==> src/rtl/cache_meta_macros.svh <==
`ifndef CACHE_META_MACROS_SVH
`define CACHE_META_MACROS_SVH

// Cache geometry
`define CM_SETS          16
`define CM_SET_W         4
`define CM_WAYS          4

// Per-way metadata layout, age in the upper half
`define CM_AGE_W         4
`define CM_META_W        8

`define CM_ADDR_W        26
`define CM_MSHR_ENTRIES  4

`endif

==> src/rtl/cache_meta_pkg.sv <==
`default_nettype none

`include "cache_meta_macros.svh"

package cache_meta_pkg;

    // One-hot way state, bit 3 marks an outstanding fill
    typedef enum logic [`CM_META_W-`CM_AGE_W-1:0] {
        ST_INVALID  = 4'b0001,
        ST_SHARED   = 4'b0010,
        ST_MODIFIED = 4'b0100,
        ST_PENDING  = 4'b1000
    } pmsi_state_e;

    typedef enum logic [2:0] {
        OP_NONE  = 3'd0,
        OP_LOAD  = 3'd1,
        OP_STORE = 3'd2,
        OP_FILL  = 3'd3,
        OP_INVAL = 3'd4
    } cache_op_e;

endpackage

`default_nettype wire

==> src/rtl/victim_select.sv <==
`timescale 1ns/1ps
`default_nettype none

`include "cache_meta_macros.svh"

module victim_select (
    input  logic [`CM_WAYS*`CM_AGE_W-1:0] ages,
    input  logic [`CM_WAYS*`CM_AGE_W-1:0] states,
    output logic [`CM_WAYS-1:0]           victim,
    output logic                          none_free
);

    localparam int ST_W = `CM_META_W - `CM_AGE_W;

    logic [`CM_AGE_W-1:0] age [`CM_WAYS];
    logic [`CM_WAYS-1:0]  pending;
    logic [`CM_WAYS-1:0]  invalid;
    logic [`CM_WAYS-1:0]  oldest;
    logic [`CM_WAYS-1:0]  first_free;
    logic [`CM_AGE_W-1:0] best_age;
    logic                 found;

    for (genvar g = 0; g < `CM_WAYS; g++) begin : g_split
        assign age[g]     = ages[g*`CM_AGE_W +: `CM_AGE_W];
        assign pending[g] = states[g*ST_W +: ST_W] == cache_meta_pkg::ST_PENDING;
        assign invalid[g] = states[g*ST_W +: ST_W] == cache_meta_pkg::ST_INVALID;
    end

    always_comb begin
        found      = 1'b0;
        best_age   = '0;
        oldest     = '0;
        first_free = '0;
        for (int i = 0; i < `CM_WAYS; i++) begin
            if (!pending[i] && (!found || age[i] >= best_age)) begin // Ties go to higher way
                found     = 1'b1;
                best_age  = age[i];
                oldest    = '0;
                oldest[i] = 1'b1;
            end
        end
        for (int i = `CM_WAYS-1; i >= 0; i--) begin
            if (invalid[i]) begin // Lowest free way wins
                first_free    = '0;
                first_free[i] = 1'b1;
            end
        end
    end

    assign victim    = (|first_free) ? first_free : oldest;
    assign none_free = ~found;

endmodule

`default_nettype wire

==> src/rtl/pmsi_next_state.sv <==
`timescale 1ns/1ps
`default_nettype none

`include "cache_meta_macros.svh"

// A load on the target way here means a fetch is launched for it
module pmsi_next_state (
    input  cache_meta_pkg::cache_op_e                         op,
    input  logic [`CM_WAYS-1:0]                               target,
    input  logic [`CM_WAYS*(`CM_META_W-`CM_AGE_W)-1:0]        states_in,
    output logic [`CM_WAYS*(`CM_META_W-`CM_AGE_W)-1:0]        states_out,
    output logic                                              wb_to_l2
);

    localparam int ST_W = `CM_META_W - `CM_AGE_W;

    logic [ST_W-1:0] cur;
    logic [ST_W-1:0] nxt;
    logic            dirty;

    always_comb begin
        states_out = states_in;
        wb_to_l2   = 1'b0;
        cur        = '0;
        nxt        = '0;
        dirty      = 1'b0;
        for (int i = 0; i < `CM_WAYS; i++) begin
            if (target[i]) begin
                cur   = states_in[i*ST_W +: ST_W];
                nxt   = cur;
                dirty = cur == cache_meta_pkg::ST_MODIFIED;
                case (op)
                    cache_meta_pkg::OP_STORE: nxt = cache_meta_pkg::ST_MODIFIED;
                    cache_meta_pkg::OP_LOAD: begin
                        nxt      = cache_meta_pkg::ST_PENDING; // Victim waits for fill
                        wb_to_l2 = dirty;
                    end
                    cache_meta_pkg::OP_FILL: nxt = cache_meta_pkg::ST_SHARED;
                    cache_meta_pkg::OP_INVAL: begin
                        nxt      = cache_meta_pkg::ST_INVALID;
                        wb_to_l2 = dirty;
                    end
                    default: nxt = cur;
                endcase
                states_out[i*ST_W +: ST_W] = nxt;
            end
        end
    end

endmodule

`default_nettype wire

==> src/rtl/meta_next.sv <==
`timescale 1ns/1ps
`default_nettype none

`include "cache_meta_macros.svh"

module meta_next (
    input  logic                              req_valid,
    input  cache_meta_pkg::cache_op_e         op,
    input  logic [`CM_WAYS-1:0]               hits,
    input  logic                              mshr_hit,
    input  logic                              mshr_full,
    input  logic [`CM_WAYS*`CM_META_W-1:0]    meta_rd,
    output logic [`CM_WAYS*`CM_META_W-1:0]    meta_wr,
    output logic                              meta_we,
    output logic [`CM_WAYS-1:0]               way,
    output logic                              tag_alloc,
    output logic                              mshr_alloc,
    output logic                              mshr_free,
    output logic                              pending_stall,
    output logic                              wb_to_l2
);

    localparam int ST_W = `CM_META_W - `CM_AGE_W;

    logic [`CM_WAYS*`CM_AGE_W-1:0] ages;
    logic [`CM_WAYS*ST_W-1:0]      states;
    logic [`CM_WAYS*ST_W-1:0]      states_nxt;
    logic [`CM_WAYS-1:0]           pending;
    logic [`CM_WAYS-1:0]           victim;
    logic                          none_free;
    logic                          ld_st, hit, hit_pend, ld_st_hit, alloc, fill, inval;
    cache_meta_pkg::cache_op_e     pmsi_op;

    for (genvar g = 0; g < `CM_WAYS; g++) begin : g_way
        logic [`CM_AGE_W-1:0] age;
        logic [`CM_AGE_W-1:0] age_nxt;
        assign age = meta_rd[g*`CM_META_W+ST_W +: `CM_AGE_W];
        assign ages[g*`CM_AGE_W +: `CM_AGE_W] = age;
        assign states[g*ST_W +: ST_W] = meta_rd[g*`CM_META_W +: ST_W];
        assign pending[g] = meta_rd[g*`CM_META_W + ST_W - 1];
        assign age_nxt = !(ld_st_hit || alloc) ? age
                       : way[g]                ? '0
                       : (&age)                ? age // Saturate at 15
                       :                         age + 1'b1;
        assign meta_wr[g*`CM_META_W +: `CM_META_W] = {age_nxt, states_nxt[g*ST_W +: ST_W]};
    end

    assign ld_st     = req_valid && (op == cache_meta_pkg::OP_LOAD ||
                                     op == cache_meta_pkg::OP_STORE);
    assign hit       = |hits;
    assign hit_pend  = |(hits & pending);
    assign ld_st_hit = ld_st && hit && !hit_pend;
    assign alloc     = ld_st && !hit && !mshr_hit && !mshr_full && !none_free;
    assign fill      = req_valid && op == cache_meta_pkg::OP_FILL && hit_pend;
    assign inval     = req_valid && op == cache_meta_pkg::OP_INVAL && hit;

    assign pending_stall = ld_st && (hit ? hit_pend : (!mshr_hit && (mshr_full || none_free)));
    assign way           = (ld_st_hit || fill || inval) ? hits : alloc ? victim : '0;
    assign tag_alloc     = alloc;
    assign mshr_alloc    = alloc;
    assign mshr_free     = fill;
    assign meta_we       = ld_st_hit || alloc || fill || inval;

    always_comb begin
        if (alloc)
            pmsi_op = cache_meta_pkg::OP_LOAD; // Miss launches a fetch
        else if (ld_st_hit && op == cache_meta_pkg::OP_STORE)
            pmsi_op = cache_meta_pkg::OP_STORE;
        else if (fill)
            pmsi_op = cache_meta_pkg::OP_FILL;
        else if (inval)
            pmsi_op = cache_meta_pkg::OP_INVAL;
        else
            pmsi_op = cache_meta_pkg::OP_NONE;
    end

    victim_select u_victim (
        .ages      (ages),
        .states    (states),
        .victim    (victim),
        .none_free (none_free)
    );

    pmsi_next_state u_pmsi (
        .op         (pmsi_op),
        .target     (way),
        .states_in  (states),
        .states_out (states_nxt),
        .wb_to_l2   (wb_to_l2)
    );

endmodule

`default_nettype wire

==> src/rtl/meta_array.sv <==
`timescale 1ns/1ps
`default_nettype none

`include "cache_meta_macros.svh"

module meta_array (
    input  logic                           clk,
    input  logic                           rst,
    input  logic [`CM_SET_W-1:0]           set_index,
    input  logic                           meta_we,
    input  logic [`CM_WAYS*`CM_META_W-1:0] meta_wr,
    output logic [`CM_WAYS*`CM_META_W-1:0] meta_rd
);

    localparam int WORD_W = `CM_WAYS * `CM_META_W;

    // Way n starts invalid with age n
    function automatic logic [WORD_W-1:0] init_word();
        logic [WORD_W-1:0] w;
        w = '0;
        for (int i = 0; i < `CM_WAYS; i++) begin
            w[i*`CM_META_W +: `CM_META_W] = {i[`CM_AGE_W-1:0], cache_meta_pkg::ST_INVALID};
        end
        return w;
    endfunction

    logic [WORD_W-1:0] mem [`CM_SETS];

    always_ff @(posedge clk) begin
        if (rst) begin
            for (int s = 0; s < `CM_SETS; s++) begin
                mem[s] <= init_word();
            end
        end else if (meta_we) begin
            mem[set_index] <= meta_wr;
        end
    end

    assign meta_rd = mem[set_index]; // Async read

endmodule

`default_nettype wire

==> src/rtl/mshr_table.sv <==
`timescale 1ns/1ps
`default_nettype none

`include "cache_meta_macros.svh"

module mshr_table #(
    parameter int ENTRIES = `CM_MSHR_ENTRIES
) (
    input  logic                  clk,
    input  logic                  rst,
    input  logic [`CM_ADDR_W-1:0] line_addr,
    input  logic                  alloc,
    input  logic                  free,
    output logic                  mshr_hit,
    output logic                  mshr_full
);

    logic [ENTRIES-1:0]    valid;
    logic [`CM_ADDR_W-1:0] addr [ENTRIES];
    logic [ENTRIES-1:0]    match;
    logic [ENTRIES-1:0]    alloc_sel;

    always_comb begin
        alloc_sel = '0;
        for (int i = ENTRIES-1; i >= 0; i--) begin
            if (!valid[i]) begin // Lowest free entry
                alloc_sel    = '0;
                alloc_sel[i] = 1'b1;
            end
        end
    end

    for (genvar g = 0; g < ENTRIES; g++) begin : g_entry
        assign match[g] = valid[g] && addr[g] == line_addr;

        always_ff @(posedge clk) begin
            if (rst) begin
                valid[g] <= 1'b0;
            end else if (alloc && alloc_sel[g]) begin
                valid[g] <= 1'b1;
            end else if (free && match[g]) begin
                valid[g] <= 1'b0;
            end
        end

        always_ff @(posedge clk) begin
            if (alloc && alloc_sel[g])
                addr[g] <= line_addr;
        end
    end

    assign mshr_hit  = |match;
    assign mshr_full = &valid;

endmodule

`default_nettype wire

==> src/rtl/cache_meta_top.sv <==
`timescale 1ns/1ps
`default_nettype none

`include "cache_meta_macros.svh"

module cache_meta_top (
    input  logic                      clk,
    input  logic                      rst,
    input  logic                      req_valid,
    input  cache_meta_pkg::cache_op_e op,
    input  logic [`CM_SET_W-1:0]      set_index,
    input  logic [`CM_ADDR_W-1:0]     line_addr,
    input  logic [`CM_WAYS-1:0]       hits,
    output logic                      resp_valid,
    output logic [`CM_WAYS-1:0]       resp_way,
    output logic                      resp_tag_alloc,
    output logic                      resp_mshr_alloc,
    output logic                      resp_pending_stall,
    output logic                      resp_wb_to_l2
);

    logic [`CM_WAYS*`CM_META_W-1:0] meta_rd;
    logic [`CM_WAYS*`CM_META_W-1:0] meta_wr;
    logic                           meta_we;
    logic [`CM_WAYS-1:0]            way;
    logic                           tag_alloc, mshr_alloc, mshr_free;
    logic                           pending_stall, wb_to_l2;
    logic                           mshr_hit, mshr_full;

    meta_array u_array (
        .clk       (clk),
        .rst       (rst),
        .set_index (set_index),
        .meta_we   (meta_we),
        .meta_wr   (meta_wr),
        .meta_rd   (meta_rd)
    );

    meta_next u_next (
        .req_valid     (req_valid),
        .op            (op),
        .hits          (hits),
        .mshr_hit      (mshr_hit),
        .mshr_full     (mshr_full),
        .meta_rd       (meta_rd),
        .meta_wr       (meta_wr),
        .meta_we       (meta_we),
        .way           (way),
        .tag_alloc     (tag_alloc),
        .mshr_alloc    (mshr_alloc),
        .mshr_free     (mshr_free),
        .pending_stall (pending_stall),
        .wb_to_l2      (wb_to_l2)
    );

    mshr_table #(
        .ENTRIES (`CM_MSHR_ENTRIES)
    ) u_mshr (
        .clk       (clk),
        .rst       (rst),
        .line_addr (line_addr),
        .alloc     (mshr_alloc),
        .free      (mshr_free),
        .mshr_hit  (mshr_hit),
        .mshr_full (mshr_full)
    );

    // Single response stage
    always_ff @(posedge clk) begin
        if (rst) begin
            resp_valid         <= 1'b0;
            resp_way           <= '0;
            resp_tag_alloc     <= 1'b0;
            resp_mshr_alloc    <= 1'b0;
            resp_pending_stall <= 1'b0;
            resp_wb_to_l2      <= 1'b0;
        end else begin
            resp_valid         <= req_valid;
            resp_way           <= way;
            resp_tag_alloc     <= tag_alloc;
            resp_mshr_alloc    <= mshr_alloc;
            resp_pending_stall <= pending_stall;
            resp_wb_to_l2      <= wb_to_l2;
        end
    end

endmodule

`default_nettype wire

==> config.mk <==
export PLATFORM = sky130hd
export DESIGN_NAME = cache_meta_top
export DESIGN_NICKNAME = d
export VERILOG_FILES = /design/src/rtl/cache_meta_pkg.sv /design/src/rtl/victim_select.sv /design/src/rtl/pmsi_next_state.sv /design/src/rtl/meta_next.sv /design/src/rtl/meta_array.sv /design/src/rtl/mshr_table.sv /design/src/rtl/cache_meta_top.sv
export VERILOG_INCLUDE_DIRS = /design/src /design/src/rtl
export SDC_FILE = /design/constraint.sdc
export NUM_CORES = 1
export LEC_CHECK = 0
export BUFFER_PORTS_ARGS = -buffer_cell sky130_fd_sc_hd__buf_2
export CAP_MARGIN = 20
export CORE_ASPECT_RATIO = 0.8
export CORE_MARGIN = 2
export CORE_UTILIZATION = 60
export CTS_BUF_LIST = sky130_fd_sc_hd__clkbuf_8 sky130_fd_sc_hd__clkbuf_16
export DETAILED_ROUTE_END_ITERATION = 10
export PLACE_DENSITY = 0.82
export SLEW_MARGIN = 40
export SYNTH_ARGS = -nofsm -noshare
export SYNTH_HDL_FRONTEND = slang
export SYNTH_SLANG_ARGS = --single-unit
export TNS_END_PERCENT = 5
==> constraint.sdc <==
create_clock -name clk -period 11.85 [get_ports clk]
set_input_delay 0.5925 -clock clk [delete_from_list [all_inputs] [get_ports clk]]
set_output_delay 0.5925 -clock clk [all_outputs]
set_load 0.01 [all_outputs]
* Yosys cells after proc, flatten, opt, wreduce, memory -nomap -nowiden
Memory sizes are Yosys's and may differ from the RTL's.
Index checks and enable logic that the tools add are counted.
** Operators by class
- Bitwise gates (word level) :: 2
- Reduce and logical (&&, ||, !) cells :: 66
- Eq/ne operators :: 24
- Divide/modulo/power cells :: 0
- Add/subtract/negate cells :: 4
- Multiply operators :: 0
- Shift operators :: 0
- Order comparisons :: 3
- Muxes and demuxes :: 88
** Operator list (number)
- two-way mux 4 bit :: 33
- equality test 26 bit :: 4
- two-way mux 26 bit :: 3
- OR reduction 26 bit :: 3
- case mux 4 bit (4 select lines) :: 4
- two-way mux 1 bit :: 39
- two-way mux 32 bit :: 1
- OR reduction 32 bit :: 1
- logical AND 1 bit :: 29
- AND reduction 4 bit :: 5
- adder 4 x 1 -> 4 bit, second input constant :: 4
- equality test 4 x 1 -> 1 bit, second input constant :: 4
- equality test 4 x 3 -> 1 bit, second input constant :: 4
- equality test 4 bit, second input constant :: 4
- OR reduction 4 bit :: 4
- equality test 3 x 2 -> 1 bit, second input constant :: 4
- greater-or-equal comparator 4 bit :: 3
- two-way mux 3 bit :: 4
- logical OR 1 bit :: 10
- zero test 1 bit :: 9
- two-way mux 2 bit :: 4
- nonzero test 2 bit :: 4
- equality test 3 x 1 -> 1 bit, second input constant :: 2
- equality test 3 bit, second input constant :: 2
- 3 further kinds :: 3
** Word-level totals
- Register bits after elaboration :: 12
- Output and inout bits :: 9
- Word-level logic and storage cells :: 198
- Memories kept :: 2
- Bits in writable memories :: 616
- Bits in read-only memories :: 0
- Bits in latches :: 0
** Memory list
- u_array.mem :: depth 16, bits a word 32, read ports 1, clocked after Yosys merged registers in 0, write ports 16, RTL line meta_array.sv:27 : logic [WORD_W-1:0] mem [`CM_SETS];
- u_mshr.addr :: depth 4, bits a word 26, read ports 4, clocked after Yosys merged registers in 0, write ports 1, RTL line mshr_table.sv:19 : logic [`CM_ADDR_W-1:0] addr [ENTRIES];

* Logic depth before layout (Yosys ltp)
Gate-level depths: netlist of run 1.
An unclocked memory read counts as a cell.
- Depth after elaboration :: 27
- Mapped depth :: 38
- Depth with buffers taken out :: 31

* By module
From an unflattened synthesis of run 1, not the netlist that was laid out.
** Second synthesis, totals
- Cell total of the unflattened synthesis :: 1990
- Area total of the unflattened synthesis :: 29579.6 um^2
** By module, submodules not included
- meta_array :: area each 22903.2 um^2, instances 1, cells an instance 1428
- mshr_table :: area each 4488.1 um^2, instances 1, cells an instance 272
- meta_next :: area each 869.6 um^2, instances 1, cells an instance 115
- victim_select :: area each 615.6 um^2, instances 1, cells an instance 77
- pmsi_next_state :: area each 466.7 um^2, instances 1, cells an instance 80
- cache_meta_top :: area each 236.5 um^2, instances 1, cells an instance 18

* Worst setup path before layout of run 1
No wires, ideal clock.
- Path type :: input to register
- From :: in set_index[0]
- To :: mem u_array.mem[5][5] (netlist name), data pin
- Required time :: 11584 ps
- Data arrival time :: 8912 ps
- Setup time :: 266 ps
- Setup slack :: 2672 ps
- Stages on the path :: 36
- Cells stage by stage :: buf_6 > buf_4 > buf_2 > buf_1 > buf_2 > mux4_2 > mux4_2 > and2_1 > ha_1 > nand2b_1 > a21o_1 > a21o_1 > a21oi_1 > a21oi_1 > mux2_2 > ha_1 > nand2b_1 > a21o_1 > a21o_1 > a21o_1 > a21oi_1 > or2_0 > buf_2 > mux2_2 > ha_1 > nand2b_1 > a21o_1 > a21o_1 > a21oi_1 > a31oi_1 > o311a_1 > a2111oi_4 > o41ai_4 > a22oi_2 > buf_4 > nor2_1
** RTL lines
- start: declaration :: RTL line cache_meta_top.sv:11 : input logic [`CM_SET_W-1:0] set_index,
- end: declaration :: RTL line meta_array.sv:27

==> results.ini, run 1 <==
[yosys]
synthMuxAreaShare = 0.118
async_reset_ff_frac = 0
netlist-cell-type-count = 88
synth_top_family_by_area = simple AND/OR/NAND/NOR gates
ys.flop_type = edfxtp_1
synth-compound-area-share = 0.0454
synthXorXnorAreaFrac = 0.0318
ys_top_cells_by_area = edfxtp_1, mux4_2, nor2_1
yosysTopAreaCellShare = 0.639
yosysSeqAreaShare = 0.647
netlist_area_um2 = 29000
synth_nets = 2009
synth_warnings = 0
syn_area_per_cell_um2 = 14.8
synth_area_leader_cell = edfxtp_1
synth_seq_cells = 628
synthTopCellsByCount = edfxtp_1, nor2_1, nand2_1
synth-edff-count = 616
syn_inst = 1953
synthSimpleGateAreaFrac = 0.124
synthAdderAreaFrac = 0.00691
synth_most_common_cell = edfxtp_1

[floorplan]
die_y_um = 201
start_util = 0.612
rows = 71
io_pins = 49
die-area_um2 = 50100
fp.dieW_um = 250
core_um2 = 47300

[sta]
slew_violations = 0
slew_headroom = 0.378
max_freq_mhz = 104
skew_ns = 0.0255
worst-slew-pin-transition_ns = 0.933
grt_setup_unrepaired = false
setup_viol = 0
final_hold_viol_count = 0
period_minus_slack_ns = 9.61
period_share = 0.811
fin_setup_tns_ns = 0

[power_and_ir_drop]
p_leak_uw = 0.00999
seq_power_share = 0.531
p_sw_uw = 1160
p_int_uw = 3550
clock_power_share = 0.364
sw_frac_of_total = 0.246
power_density_nw_per_um2 = 150
ir_drop_v = 0.000123
pwr-share-comb = 0.105

[clocking]
cts_inserted_buffers = 56
clkSinkCount = 628
cts_resized = 0
postCtsSetupBuffers = 0
worstSkewPairLatency_ns = 0.62
holdBufCountCts = 0
root_buffer = clkbuf_16
cts_buffer_depth = 3
clkTransAtPathRegs_ns = 0.06
cts_tree = yes
htreeDepth = 2

[flow_run]
maxCapViolations = 0

[setup_path]
cpMostUsedCell = a21o_1
cp.required_ns = 12.17
worstSetupPathType = in2reg
crit_arrival_ns = 9.94
crit_fanout = 75
crit_slowest_cell = a2111oi_4
critPathCaptureType = flip-flop
start_kind = input pin
max_stage_delay_ns = 0.78

[min_path]
hp-class = in2reg

[global_routing]
grt_max_degree = 76
grt_pass1_vias = 18000
grt_pass1_wl_um = 115000
grt_overflow = 0
antenna_found_initial = 1
grtUsageTotal = 0.313

[detailed_routing]
ant_nets = 0
wire_per_inst_um = 29.7
viasPerCell = 6.91
drt_wl_total_um = 78300
drc = 0
dr.pass1.iters = 6
routed-via-count = 18200
drtIter0Drc = 3030

[place]
numPlacedInstances = 2530
placed_area_um2 = 29700
gp_congestion = 0.966
port_buffers = 48
hpwl_um = 46200

[final_layout]
final_cell_area_um2 = 31400
drive_above_1_share = 0.231
fillers = 3104
fin_util = 0.663
syn_to_final_growth_pct = 8.38
final-instance-count-excl-fill = 2634
fin_nets = 2025
multi_input_area_um2 = 9530
seq_area_um2 = 18700

[run_status]
status = finished, final reports clean

==> critical path, delay by kind of cell <==
| family | cells | cell delay (ns) |
|---|---|---|
| adder cells (fa/ha/maj) | 3 | 0.85 |
| buffers and inverters | 1 | 0.55 |
| AND/OR/NAND/NOR | 7 | 1.56 |
| multiplexers | 3 | 1.03 |
| AO/OA/AOI/OAI | 18 | 5.18 |
==> registers in the layout, indices dropped and copies added, names as in the netlist <==
signal,cells
resp_mshr_alloc,1
resp_pending_stall,1
resp_valid,1
resp_way,4
resp_wb_to_l2,1
u_array.mem,512
u_mshr.addr,104
u_mshr.valid,4
==> kinds of logic (layout without fill, tap and decap cells) <==
| kind of cell | after synthesis | count (layout) |
|---|---|---|
| and+or+nand+nor | 764 | 764 |
| DFF | 628 | 628 |
| muxes | 163 | 163 |
| buffers and inverters | 146 | 206 |
| AOI/OAI and AO/OA | 131 | 131 |
| xor gates and xnor gates | 105 | 105 |
| adders and majority gates | 16 | 16 |
| other | 0 | 1 |
==> path summary, 6_finish.rpt <==
check,from,cells past startpoint,endpoint,slack [ns]
worst min-delay path,req_valid,2,resp_valid$_SDFF_PP0_,0.28
worst min register to register,u_mshr.valid[3]$_SDFFE_PP0P_,2,u_mshr.valid[3]$_SDFFE_PP0P_,0.52
worst max register to register,u_array.mem[2][0]$_SDFFCE_PN1P_,31,u_array.mem[15][0]$_SDFFCE_PN1P_,2.54
worst max-delay path,set_index[1],32,u_array.mem[15][0]$_SDFFCE_PN1P_,2.24
==> cell type report <==
class,instances,share of cell area
flip-flops and latches,628,0.597
multi-input cells,1179,0.304
clock buffers,56,0.0446
well taps,620,0.0247
repair buffers,95,0.0198
clock inverters,46,0.00913
inverters,9,0.00108
diodes,1,0.0000797
==> per-stage QoR <==
stage	hold WS [ns]	worst slack (ns)	power, uW
global route	0.267	1.89	4820
finish	0.277	2.24	4710
floorplan	0.479	2.67	2890
CTS	0.252	2.51	4700
global placement	0.510	1.84	3010
detailed placement	0.510	1.94	3020
==> routing by layer <==
| metal | part of all wire | GRT usage | up-vias |
|---|---|---|---|
| met5 | 0.0011 | 0 | - |
| met4 | 0.047 | 0.136 | 2 |
| met3 | 0.14 | 0.0740 | 282 |
| met2 | 0.46 | 0.480 | 1518 |
| met1 | 0.36 | 0.434 | 9061 |
| li1 | - | - | 7342 |
==> placed cells by master (no fill, tap or decap), types with 12 or more instances in the layout <==
master,n
ha_1,16
nor4_1,13
and3_1,12
xor2_1,45
buf_4,47
and2_1,17
a21o_1,15
clkinv_1,15
clkinv_2,13
a21oi_1,18
nand3_1,44
inv_1,19
nand4_1,24
nand2b_2,12
nand2_1,155
dfxtp_1,12
edfxtp_1,616
nor2_2,63
a22oi_1,24
clkbuf_16,57
xnor2_1,60
buf_2,46
nor2_1,355
mux4_2,139
==> power by group through the flow <==
| stage | Clock [uW] | Combinational, uW | Sequential (uW) |
|---|---|---|---|
| global placement | 0 | 468 | 2540 |
| floorplan | 0 | 350 | 2540 |
| finish | 1710 | 496 | 2500 |
| CTS | 1720 | 484 | 2500 |
| global route | 1800 | 521 | 2500 |
| detailed placement | 0 | 479 | 2540 |
Note: power is estimated with default switching activity, not from simulation.
==> inputs of run 2 (changes only) <==
- CORE_UTILIZATION: 60 -> 57
- PLACE_DENSITY: 0.82 -> 0.81
- clock period: 11.85 -> 7.85 ns (I/O delays scaled with it)
==> run 2 against run 1 <==
Compared with the run above: die area increased by 5.2%; largest cell class unchanged; register-to-register slack got worse by 2.2 ns; power is 57% higher; clock-buffer cell count rose by 7; worst hold slack worse by 0.23 ns; sequential share of layout area down 2.0 points; core utilization shrank 1.3 points; design area increased by 3.4%.
==> results.ini, run 2 (synthesis results as in run 1) <==
[floorplan]
io_pins = 49
core_um2 = 50000
die_y_um = 206
rows = 73
die-area_um2 = 52600
start_util = 0.580
fp.dieW_um = 256

[setup_path]
crit_buf_inv = 2
worstSetupPathType = reg2reg
cpMostUsedCell = a21o_1
cp_top_family = compound AO/OA/AOI/OAI gates
start_kind = flip-flop
cp.required_ns = 8.20
critPathCaptureType = flip-flop
max_stage_delay_ns = 0.48
crit_fanout = 16
crit_slowest_cell = mux4_2
crit_arrival_ns = 7.88

[sta]
slew_violations = 0
period_minus_slack_ns = 7.53
setup_viol = 0
max_freq_mhz = 133
worst_hold_slack_ns = 0.0455
period_share = 0.960
setup_ws_ns = 0.316
slew_headroom = 0.408
final_hold_viol_count = 0
grt_setup_unrepaired = false
skew_ns = 0.0385
worst-slew-pin-transition_ns = 0.888

[final_layout]
mostFrequentLayoutCells = edfxtp_1, nor2_1, nand2_1
fin_util = 0.650
fin_nets = 2097
final_cell_area_um2 = 32500
largest_reg_flops = 512
top_register = u_array.mem
fillers = 3458
layout_commonest_cell = edfxtp_1
reg_top3 = u_array.mem (512), u_mshr.addr (104)
drive_above_1_share = 0.262
syn_to_final_growth_pct = 12.1

[place]
gp_congestion = 0.977
placed_area_um2 = 30600
place_ws_ns = -0.0529
hpwl_um = 49800
port_buffers = 48

[clocking]
cts_inserted_buffers = 58
clkTransAtPathRegs_ns = 0.06
htreeDepth = 2
cts_tree = yes
clkSinkCount = 628
root_buffer = clkbuf_16
cts_buffer_depth = 3
holdBufCountCts = 0
cts_resized = 0
postCtsSetupBuffers = 0
worstSkewPairLatency_ns = 0.65

[detailed_routing]
dr_wl_met3_um = 10600
wire_per_inst_um = 28.7
met2_length_um = 36400
drtIter0Drc = 2660
viasPerCell = 6.59
wl_met1_um = 28800
drc = 0
ant_nets = 0
routed-via-count = 18200
dr.pass1.iters = 5
drt_wl_total_um = 79200
highest_layer = met4

[flow_run]
maxCapViolations = 0

[global_routing]
grt_pass1_wl_um = 117000
grtUsageTotal = 0.307
grt_pass1_vias = 18500
grt_max_degree = 35
antenna_found_initial = 2
grt_overflow = 0

[power_and_ir_drop]
ir_drop_v = 0.000191
power_density_nw_per_um2 = 228
p_leak_uw = 0.0105

[min_path]
hp-class = in2reg

[run_status]
status = finished, final reports clean

-- run 2: cell types whose count changed in the layout (fill, tap and decap cells not counted), moves of 3 or more --
cell,change
buf_12,+26
clkinv_2,-4
a21oi_1,-4
clkbuf_8,+4
a21oi_2,+3
buf_4,+44
-- run 2: final cells by class --
type                    instances  area (um^2)  area share
multi-input cells            1179         9560       0.294
well taps                     675          845      0.0260
inverters                       9         33.8     0.00104
flip-flops and latches        628        18700       0.577
clock buffers                  63         1530      0.0472
clock inverters                40          292     0.00898
diodes                          2         5.00    0.000154
repair buffers                165         1460      0.0449
-- run 2: through the flow --
stage / std cells / total power, uW / setup TNS [ns]
2_1_floorplan: 1953 / 4380 / 0
3_3_place_gp: 2656 / 4680 / -0.184
4_1_cts: 2759 / 7390 / 0
5_1_grt: 2760 / 7580 / 0
3_5_place_dp: 2656 / 4700 / -0.612
6_report: 2761 / 7390 / 0
-- run 2: power breakdown --
group          switching, uW  internal, uW
Sequential              22.1          3750
Combinational            545           339
Clock                   1220          1520
-- run 2: final timing paths --
check	start	end	slack, ns	depth (start not counted)
worst max-delay path	u_array.mem[2][0]$_SDFFCE_PN1P_	u_array.mem[5][0]$_SDFFCE_PN1P_	0.32	33
worst min-delay path	req_valid	resp_valid$_SDFF_PP0_	0.05	2
worst max register to register	u_array.mem[2][0]$_SDFFCE_PN1P_	u_array.mem[5][0]$_SDFFCE_PN1P_	0.32	33
worst min register to register	u_mshr.valid[3]$_SDFFE_PP0P_	u_mshr.valid[3]$_SDFFE_PP0P_	0.54	2
-- run 2: worst reg2reg max path: cells and delay by family, from the launching register on --
| family | cells | cell delay, ns |
|---|---|---|
| compound gates | 18 | 3.49 |
| buf+inv | 2 | 0.45 |
| mux | 3 | 1.12 |
| fa+ha+maj | 3 | 0.83 |
| simple gates | 7 | 0.97 |
| flops | 1 | 0.40 |
-- run 2: per-layer routing --
metal / global-route usage / up-vias
li1: - / 7474
met1: 0.412 / 9111
met2: 0.484 / 1352
met3: 0.0797 / 250
met4: 0.126 / 0
met5: 0 / -
